**config.mk**
```make
export PLATFORM = sky130hd
export DESIGN_NAME = dual_issue_top
export DESIGN_NICKNAME = d
export VERILOG_FILES = /design/src/rtl/issue_pkg.sv /design/src/rtl/inst_queue.sv /design/src/rtl/inst_decode.sv /design/src/rtl/issue_ctrl.sv /design/src/rtl/exe_latch.sv /design/src/rtl/dual_issue_top.sv
export SDC_FILE = /design/constraint.sdc
export NUM_CORES = 1
export LEC_CHECK = 0
export ABC_AREA = 1
export BUFFER_PORTS_ARGS = -buffer_cell sky130_fd_sc_hd__buf_2
export CAP_MARGIN = 20
export CORE_ASPECT_RATIO = 2
export CORE_MARGIN = 1
export CORE_UTILIZATION = 35
export CTS_CLUSTER_DIAMETER = 150
export DETAILED_ROUTE_END_ITERATION = 7
export PLACE_DENSITY_LB_ADDON = 0.05
export SYNTH_ARGS = -nofsm -noshare
export SYNTH_HDL_FRONTEND = slang
export SYNTH_SLANG_ARGS = --single-unit
```
**constraint.sdc**
```tcl
create_clock -name clk -period 6.9 [get_ports clk]
set_input_delay 1.38 -clock clk [delete_from_list [all_inputs] [get_ports clk]]
set_output_delay 1.38 -clock clk [all_outputs]
set_load 0.01 [all_outputs]
```
**src/rtl/issue_pkg.sv**
```systemverilog
`default_nettype none

package issue_pkg;

    // R-format view of an instruction word.
    typedef struct packed {
        logic [5:0] op;
        logic [4:0] rs;
        logic [4:0] rt;
        logic [4:0] rd;
        logic [4:0] shamt;
        logic [5:0] funct;
    } r_fmt_t;

    // I-format view of the same word.
    typedef struct packed {
        logic [5:0]  op;
        logic [4:0]  rs;
        logic [4:0]  rt;
        logic [15:0] imm;
    } i_fmt_t;

    typedef union packed {
        r_fmt_t r;
        i_fmt_t i;
    } instr_u;

    typedef struct packed {
        instr_u      instr;
        logic [31:0] pc;
    } fetch_entry_t;

    // Per-slot decode result seen by the issue logic.
    typedef struct packed {
        logic         en;
        logic [5:0]   op;
        logic [4:0]   rs;
        logic [4:0]   rt;
        logic         reg_wen;
        logic [4:0]   reg_waddr;
        logic         mem_en;
        logic         mem_to_reg;
        logic         is_branch;
        logic         is_hilo;
        logic         is_spec;       // COP0, syscall, break.
        fetch_entry_t entry;
    } slot_status_t;

    typedef struct packed {
        logic         valid;
        logic         in_delayslot;
        fetch_entry_t entry;
        logic         reg_wen;
        logic [4:0]   reg_waddr;
        logic         mem_to_reg;
    } issue_pkt_t;

    localparam logic [5:0] OP_R_TYPE  = 6'b000000;
    localparam logic [5:0] OP_REGIMM  = 6'b000001;
    localparam logic [5:0] OP_J       = 6'b000010;
    localparam logic [5:0] OP_JAL     = 6'b000011;
    localparam logic [5:0] OP_BEQ     = 6'b000100;
    localparam logic [5:0] OP_BNE     = 6'b000101;
    localparam logic [5:0] OP_BLEZ    = 6'b000110;
    localparam logic [5:0] OP_BGTZ    = 6'b000111;
    localparam logic [5:0] OP_COP0    = 6'b010000;

    localparam logic [5:0] FN_JR      = 6'b001000;
    localparam logic [5:0] FN_JALR    = 6'b001001;
    localparam logic [5:0] FN_SYSCALL = 6'b001100;
    localparam logic [5:0] FN_BREAK   = 6'b001101;
    localparam logic [5:0] FN_MFHI    = 6'b010000;
    localparam logic [5:0] FN_MTHI    = 6'b010001;
    localparam logic [5:0] FN_MFLO    = 6'b010010;
    localparam logic [5:0] FN_MTLO    = 6'b010011;
    localparam logic [5:0] FN_MULT    = 6'b011000;
    localparam logic [5:0] FN_MULTU   = 6'b011001;
    localparam logic [5:0] FN_DIV     = 6'b011010;
    localparam logic [5:0] FN_DIVU    = 6'b011011;

endpackage

`default_nettype wire

```
**src/rtl/inst_queue.sv**
```systemverilog
`default_nettype none
`timescale 1ns/1ps

module inst_queue #(
    parameter int QUEUE_DEPTH = 8
) (
    input  logic                    clk,
    input  logic                    rst_n,
    input  logic                    push,
    input  logic                    push_two,
    input  issue_pkg::fetch_entry_t push_entry0,
    input  issue_pkg::fetch_entry_t push_entry1,
    input  logic                    pop,
    input  logic                    pop_two,
    output issue_pkg::fetch_entry_t head0,
    output issue_pkg::fetch_entry_t head1,
    output logic                    empty,
    output logic                    almost_empty,
    output logic                    space_two
);

    localparam int AW = $clog2(QUEUE_DEPTH);
    localparam logic [AW:0] MAX_FILL = (AW + 1)'(QUEUE_DEPTH - 2); // Room left for a pair.

    issue_pkg::fetch_entry_t mem [QUEUE_DEPTH];

    logic [AW-1:0] wr_ptr;
    logic [AW-1:0] wr_ptr_plus1;
    logic [AW-1:0] rd_ptr;
    logic [AW-1:0] rd_ptr_plus1;
    logic [AW:0]   count;
    logic [1:0]    push_cnt;
    logic [1:0]    pop_cnt;

    always_comb begin
        push_cnt = 2'd0;
        if (push) begin
            push_cnt = push_two ? 2'd2 : 2'd1;
        end
    end

    // pop_two only counts together with pop.
    always_comb begin
        pop_cnt = 2'd0;
        if (pop) begin
            pop_cnt = pop_two ? 2'd2 : 2'd1;
        end
    end

    assign wr_ptr_plus1 = wr_ptr + AW'(1);
    assign rd_ptr_plus1 = rd_ptr + AW'(1);

    always_ff @(posedge clk) begin
        if (!rst_n) begin
            wr_ptr <= '0;
            rd_ptr <= '0;
            count  <= '0;
        end else begin
            wr_ptr <= wr_ptr + AW'(push_cnt);
            rd_ptr <= rd_ptr + AW'(pop_cnt);
            count  <= count + (AW + 1)'(push_cnt) - (AW + 1)'(pop_cnt);
        end
    end

    // Storage, no reset.
    always_ff @(posedge clk) begin
        if (push) begin
            mem[wr_ptr] <= push_entry0;
            if (push_two) begin
                mem[wr_ptr_plus1] <= push_entry1;
            end
        end
    end

    assign head0 = mem[rd_ptr];
    assign head1 = mem[rd_ptr_plus1];

    assign empty        = (count == '0);
    assign almost_empty = (count == (AW + 1)'(1));
    assign space_two    = (count <= MAX_FILL);

endmodule

`default_nettype wire

```
**src/rtl/inst_decode.sv**
```systemverilog
`default_nettype none
`timescale 1ns/1ps

module inst_decode (
    input  issue_pkg::fetch_entry_t entry,
    input  logic                    valid,
    output issue_pkg::slot_status_t status
);

    issue_pkg::r_fmt_t rfmt;
    issue_pkg::i_fmt_t ifmt;

    logic is_rtype;
    logic is_muldiv;
    logic is_hilo_move;
    logic is_load;
    logic is_alu_imm;
    logic is_cond_branch;
    logic is_jump_reg;

    assign rfmt = entry.instr.r;
    assign ifmt = entry.instr.i;

    assign is_rtype = (rfmt.op == issue_pkg::OP_R_TYPE);

    assign is_muldiv = is_rtype && (rfmt.funct inside {issue_pkg::FN_MULT, issue_pkg::FN_MULTU,
                                                       issue_pkg::FN_DIV, issue_pkg::FN_DIVU});

    assign is_hilo_move = is_rtype && (rfmt.funct inside {issue_pkg::FN_MFHI, issue_pkg::FN_MTHI,
                                                          issue_pkg::FN_MFLO, issue_pkg::FN_MTLO});

    assign is_load    = ifmt.op[5] & ~ifmt.op[3];  // 100xxx loads, 101xxx stores.
    assign is_alu_imm = (ifmt.op[5:3] == 3'b001);

    assign is_cond_branch = ifmt.op inside {issue_pkg::OP_BEQ, issue_pkg::OP_BNE,
                                            issue_pkg::OP_BLEZ, issue_pkg::OP_BGTZ,
                                            issue_pkg::OP_REGIMM};

    assign is_jump_reg = is_rtype && (rfmt.funct inside {issue_pkg::FN_JR, issue_pkg::FN_JALR});

    always_comb begin
        status            = '0;
        status.en         = valid;
        status.op         = rfmt.op;
        status.rs         = rfmt.rs;
        status.rt         = rfmt.rt;
        status.entry      = entry;
        status.mem_en     = ifmt.op[5];
        status.mem_to_reg = is_load;
        status.is_branch  = is_cond_branch || is_jump_reg ||
                            (ifmt.op == issue_pkg::OP_J) || (ifmt.op == issue_pkg::OP_JAL);
        status.is_hilo    = is_muldiv || is_hilo_move;
        status.is_spec    = (rfmt.op == issue_pkg::OP_COP0) ||
                            (is_rtype && (rfmt.funct inside {issue_pkg::FN_SYSCALL,
                                                             issue_pkg::FN_BREAK}));

        // Destination register.
        if (is_rtype) begin
            status.reg_wen   = !is_muldiv && (rfmt.funct != issue_pkg::FN_JR);
            status.reg_waddr = rfmt.rd;
        end else if (is_load || is_alu_imm) begin
            status.reg_wen   = 1'b1;
            status.reg_waddr = ifmt.rt;
        end else if (ifmt.op == issue_pkg::OP_JAL) begin
            status.reg_wen   = 1'b1;
            status.reg_waddr = 5'd31;  // Link register.
        end
    end

endmodule

`default_nettype wire

```
**src/rtl/issue_ctrl.sv**
```systemverilog
`default_nettype none
`timescale 1ns/1ps

module issue_ctrl (
    input  issue_pkg::slot_status_t master,
    input  issue_pkg::slot_status_t slave,
    input  issue_pkg::issue_pkt_t   exe_master,
    input  logic                    fifo_empty,
    input  logic                    fifo_almost_empty,
    output logic                    slave_en,
    output logic                    slave_in_delayslot
);

    logic pair_ok;
    logic load_stall;
    logic fifo_ok;
    logic master_dst_live;

    assign fifo_ok = !(fifo_empty || fifo_almost_empty);  // Slave needs a second entry.

    assign master_dst_live = master.reg_wen && (master.reg_waddr != 5'd0);

    // Structural and RAW rules between the two slots.
    always_comb begin
        if (!master.en || master.mem_en || slave.mem_en || slave.is_branch ||
            slave.is_hilo || master.is_spec || slave.is_spec) begin
            pair_ok = 1'b0;
        end else if (master_dst_live) begin
            if (slave.op == issue_pkg::OP_R_TYPE) begin
                pair_ok = (slave.rs != master.reg_waddr) && (slave.rt != master.reg_waddr);
            end else begin
                pair_ok = (slave.rs != master.reg_waddr);
            end
        end else begin
            pair_ok = 1'b1;
        end
    end

    // Load in execute feeding the slave.
    always_comb begin
        load_stall = 1'b0;
        if (exe_master.valid && exe_master.mem_to_reg &&
            ((slave.rs == exe_master.reg_waddr) || (slave.rt == exe_master.reg_waddr))) begin
            load_stall = 1'b1;
        end
    end

    assign slave_en           = pair_ok && fifo_ok && !load_stall;
    assign slave_in_delayslot = master.is_branch && slave_en;

endmodule

`default_nettype wire

```
**src/rtl/exe_latch.sv**
```systemverilog
`default_nettype none
`timescale 1ns/1ps

module exe_latch (
    input  logic                    clk,
    input  logic                    rst_n,
    input  logic                    exe_ready,
    input  logic                    master_go,
    input  logic                    slave_go,
    input  issue_pkg::slot_status_t master,
    input  issue_pkg::slot_status_t slave,
    input  logic                    slave_in_delayslot,
    output issue_pkg::issue_pkt_t   exe_master,
    output issue_pkg::issue_pkt_t   exe_slave
);

    issue_pkg::issue_pkt_t master_pkt;
    issue_pkg::issue_pkt_t slave_pkt;

    logic ds_pending;  // A lone branch went out, its delay slot comes next.

    function automatic issue_pkg::issue_pkt_t to_pkt(
        input issue_pkg::slot_status_t st,
        input logic                    go,
        input logic                    in_ds
    );
        issue_pkg::issue_pkt_t pkt;
        pkt.valid        = go;
        pkt.in_delayslot = in_ds;
        pkt.entry        = st.entry;
        pkt.reg_wen      = st.reg_wen;
        pkt.reg_waddr    = st.reg_waddr;
        pkt.mem_to_reg   = st.mem_to_reg;
        return pkt;
    endfunction

    assign master_pkt = to_pkt(master, master_go, ds_pending);
    assign slave_pkt  = to_pkt(slave, slave_go, slave_in_delayslot);

    // Reset clears only the valid bits and the delay-slot tracker.
    always_ff @(posedge clk) begin
        if (!rst_n) begin
            exe_master.valid <= 1'b0;
            exe_slave.valid  <= 1'b0;
            ds_pending       <= 1'b0;
        end else if (exe_ready) begin
            exe_master <= master_pkt;
            exe_slave  <= slave_pkt;
            if (master_go) begin
                ds_pending <= master.is_branch && !slave_go;
            end
        end
    end

endmodule

`default_nettype wire

```
**src/rtl/dual_issue_top.sv**
```systemverilog
`default_nettype none
`timescale 1ns/1ps

module dual_issue_top #(
    parameter int QUEUE_DEPTH = 8
) (
    input  logic                    clk,
    input  logic                    rst_n,
    input  logic                    fetch_valid,
    input  logic                    fetch_two,
    input  issue_pkg::fetch_entry_t fetch_entry0,
    input  issue_pkg::fetch_entry_t fetch_entry1,
    output logic                    fetch_ready,
    input  logic                    exe_ready,
    output issue_pkg::issue_pkt_t   exe_master,
    output issue_pkg::issue_pkt_t   exe_slave
);

    issue_pkg::fetch_entry_t head0;
    issue_pkg::fetch_entry_t head1;
    issue_pkg::slot_status_t master_status;
    issue_pkg::slot_status_t slave_status;

    logic push;
    logic empty;
    logic almost_empty;
    logic space_two;
    logic slave_en;
    logic slave_in_delayslot;
    logic issue_go;

    assign fetch_ready = space_two;
    assign push        = fetch_valid && fetch_ready;
    assign issue_go    = master_status.en && exe_ready;  // Nothing leaves while execute stalls.

    inst_queue #(
        .QUEUE_DEPTH (QUEUE_DEPTH)
    ) inst_queue_inst (
        .clk          (clk),
        .rst_n        (rst_n),
        .push         (push),
        .push_two     (fetch_two),
        .push_entry0  (fetch_entry0),
        .push_entry1  (fetch_entry1),
        .pop          (issue_go),
        .pop_two      (slave_en),
        .head0        (head0),
        .head1        (head1),
        .empty        (empty),
        .almost_empty (almost_empty),
        .space_two    (space_two)
    );

    inst_decode master (
        .entry  (head0),
        .valid  (!empty),
        .status (master_status)
    );

    inst_decode slave (
        .entry  (head1),
        .valid  (!empty && !almost_empty),
        .status (slave_status)
    );

    issue_ctrl issue_ctrl_inst (
        .master             (master_status),
        .slave              (slave_status),
        .exe_master         (exe_master),
        .fifo_empty         (empty),
        .fifo_almost_empty  (almost_empty),
        .slave_en           (slave_en),
        .slave_in_delayslot (slave_in_delayslot)
    );

    exe_latch exe_latch_inst (
        .clk                (clk),
        .rst_n              (rst_n),
        .exe_ready          (exe_ready),
        .master_go          (issue_go),
        .slave_go           (slave_en),
        .master             (master_status),
        .slave              (slave_status),
        .slave_in_delayslot (slave_in_delayslot),
        .exe_master         (exe_master),
        .exe_slave          (exe_slave)
    );

endmodule

`default_nettype wire

```
==> impl_metrics.csv <==
group,metric,value,unit
drt,viasPerCell,5.39,
sta,fin_tns_setup,0,ps
clock_tree,cts_buffers,69,
clock_tree,cts_tree,"built",
drt,routed-via-count,30125,
setup_path,crit_top_cell,"nand2_1",
sta,skew,20.2,ps
clock_tree,clk_latency,680,ps
synthesis,syn_nets,4312,
min_path,worstHoldPathType,"reg2reg",
synthesis,ys_seq_area_share,55.2,%
drt,drcViolationCount,0,
min_path,min-delay-start,"exe_latch_inst.ds_pending$_SDFFE_PN0P_",
floorplanning,core-area,102000,µm²
drt,first_iter_violations,2022,
synthesis,yosysUniqueCellTypes,44,
synthesis,synth_seq_cells,669,
sta,fmax,201,MHz
drt,dr.pass1.iters,5,
placement,hpwlAfterDp,75.1,mm
sta,drv_slew,0,
flow_run,cap_viol_max_count,0,
cells_and_area,nNetsFinal,4334,
setup_path,worstPathRequired,7490,ps
pwr,powerDensity,389,nW/µm²
floorplanning,dieWidth,229,µm
sta,fin_crit_sh,72.2,%
clock_tree,cts-resized-gates,0,
clock_tree,cts_root_buffer,"clkbuf_16",
clock_tree,path_clk_slew,60,ps
cells_and_area,drive_gt1_share,11.4,%
status,status,"complete, no violations",
clock_tree,cts_max_level,3,
placement,place_ws,1880,ps
cells_and_area,regArea,20000,µm²
floorplanning,initial_core_util,35.3,%
clock_tree,cts_sinks,669,
global_routing,grt_max_degree,182,
floorplanning,fp.dieH,457,µm
sta,worst_slack,1920,ps
cells_and_area,syn_to_final_growth,12.0,%
floorplanning,fp-row-count,166,
drt,routedWlPerCell,24.1,µm
floorplanning,boundaryPins,280,
drt,detail-route-antenna-nets,0,
clock_tree,clock_path_buffers,3,
sta,relSlewSlack,27.3,%
setup_path,crit_slowest_cell,"dfxtp_4",
cells_and_area,multi_input_area,13200,µm²
setup_path,worstPathMaxFanout,40,
setup_path,crit_chain,"ha_4, buf_4, buf_4, a21oi_1, o21ai_0, nand2_1, nand2_1, nand2_2, nor2_4, nand2_1, nor2_1, nand3_1, nand2_1, nand3_1, nor2_2, nand2_4, nor2_4, inv_2, fa_1, ha_1, a21o_1, a21oi_1, o21ai_0, a21oi_1",
global_routing,grt_remaining_overflow,0,
global_routing,antenna_found_initial,15,
pwr,peakVddDrop,0.000455,V
placement,io_buffers,279,
setup_path,crit_path_end_kind,"flip-flop",
sta,min_period,4980,ps
sta,grt_setup_unrepaired,"false",
placement,place_congestion,0.817,
sta,setup_viol,0,
synthesis,syn_area_per_cell,8.69,µm²
global_routing,grt_usage,25.6,%
cells_and_area,fillers,10315,
global_routing,grt_pass1_wl,196,mm
setup_path,setup.worst_path.class,"reg2reg",
synthesis,netlist_area,36200,µm²
setup_path,max_stage_delay,640,ps
sta,tightest_slew,1090,ps
sta,whs,454,ps
synthesis,synth_cells,4165,
global_routing,grt_pass1_vias,29235,
sta,hold_violations,0,
clock_tree,hold_buffers,0,
setup_path,cp-start-kind,"flip-flop",
floorplanning,die_area,105000,µm²
setup_path,cp_data_arrival_time,5570,ps
synthesis,yosys_warnings,0,
setup_path,timing.rr.start,"inst_queue_inst.rd_ptr[0]$_SDFF_PN0_",
pwr,leakage,0.0161,µW
drt,wirelength,135,mm
setup_path,startpoint,"inst_queue_inst.rd_ptr[0]$_SDFF_PN0_",
clock_tree,cts_setup_buffers,0,
-- routing by layer --
layer	share of wire, %	up-vias	track usage (%)
met5	0.041	-	0
met4	3.8	10	11.1
met3	4.2	216	3.16
met2	52	857	46.8
met1	40	14670	29.6
li1	-	14372	-
-- power breakdown --
group	switching, µW	internal, µW
Sequential	258	5290
Combinational	4520	1770
Clock	1730	2220
-- final timing paths --
check | to | slack [ps] | cells after the start
worst min-delay path | exe_latch_inst.exe_master[71]$_DFFE_PP_ | 450 | 0
worst min register to register | exe_latch_inst.exe_master[71]$_DFFE_PP_ | 450 | 0
worst max register to register | inst_queue_inst.count[3]$_SDFF_PN0_ | 1920 | 24
worst max-delay path | inst_queue_inst.count[3]$_SDFF_PN0_ | 1920 | 24
-- synthesized netlist by cell type, drive strengths merged --
library cell     n  area share, %
xor2             7           0.19
dfxtp           13           0.72
nor3             2          0.028
o311a            1          0.028
inv            346            3.6
fa               4           0.22
nand2          864            9.0
clkinv           1          0.010
a21o             1          0.021
and2             1          0.017
o311ai           1          0.024
o21ai         1070             15
nor2           252            2.7
a21oi          314            4.4
o211ai          52            1.1
nand4           18           0.31
mux2i            1          0.028
o22ai            1          0.017
edfxtp         656             54
nor4b            1          0.024
o21a             9           0.19
nand3           72            1.1
clkbuf         252            2.8
buf            125            2.1
ha              10           0.35
xnor2            4          0.097
a31oi           87            1.5
-- cell families (layout without fill, tap and decap cells) --
| group | Yosys count | in the layout | share of synthesized area, % |
|---|---|---|---|
| AO/OA/AOI/OAI | 1536 | 1536 | 22.1 |
| XOR/XNOR | 11 | 11 | 0.287 |
| adder cells (fa/ha/maj) | 14 | 14 | 0.567 |
| buffers and inverters | 724 | 800 | 8.57 |
| flip-flops | 669 | 669 | 55.2 |
| multiplexers | 1 | 1 | 0.0277 |
| other | 0 | 6 | 0 |
| AND/OR/NAND/NOR | 1210 | 1210 | 13.3 |
-- per-stage QoR --
step | cell area, µm² | cells | power [µW] | utilization, %
after CTS | 40500 | 5585 | 15900 | 39.6
after global placement | 38200 | 5460 | 12000 | 37.3
after detailed placement | 38200 | 5460 | 12000 | 37.3
after floorplan | 36200 | 4165 | 9650 | -
final | 40500 | 5591 | 15800 | 39.6
after global routing | 40500 | 5590 | 16700 | 39.6
-- layout by cell type, fill, tap and decap left out, types with 15 or more instances in the layout --
cell type,instances
inv_1,336
nor2_1,246
clkbuf_16,72
o21ai_1,36
o211ai_1,52
a21oi_1,313
nand2_1,856
buf_12,21
o21ai_0,1018
buf_2,279
nand4_1,18
edfxtp_1,656
a31oi_1,86
nand3_1,64
clkinv_1,15
buf_4,28
-- critical path: cells and delay by family, from the launching register on --
family	cells	cell delay (ps)
buffers and inverters	3	1010
AO/OA/AOI/OAI	6	720
AND/OR/NAND/NOR	12	1480
flip-flops	1	640
adder cells (fa/ha/maj)	3	1020
-- final cells by class --
cell class	instances	area share, %
Timing Repair Buffer	328	5.00
Multi-Input combinational cell	2772	32.7
Clock inverter	41	1.06
Clock buffer	84	4.56
Sequential cell	669	49.3
Antenna cell	6	0.0371
Inverter	347	3.25
Tap cell	1344	4.15
-- state kept, by name (all words and copies together), names as in the netlist --
register                   cells
inst_queue_inst.mem          512
exe_latch_inst.exe_master     73
exe_latch_inst.exe_slave      73
inst_queue_inst.count          4
inst_queue_inst.rd_ptr         3
inst_queue_inst.wr_ptr         3
exe_latch_inst.ds_pending      1
No activity file was read; power rests on OpenSTA's default activity.
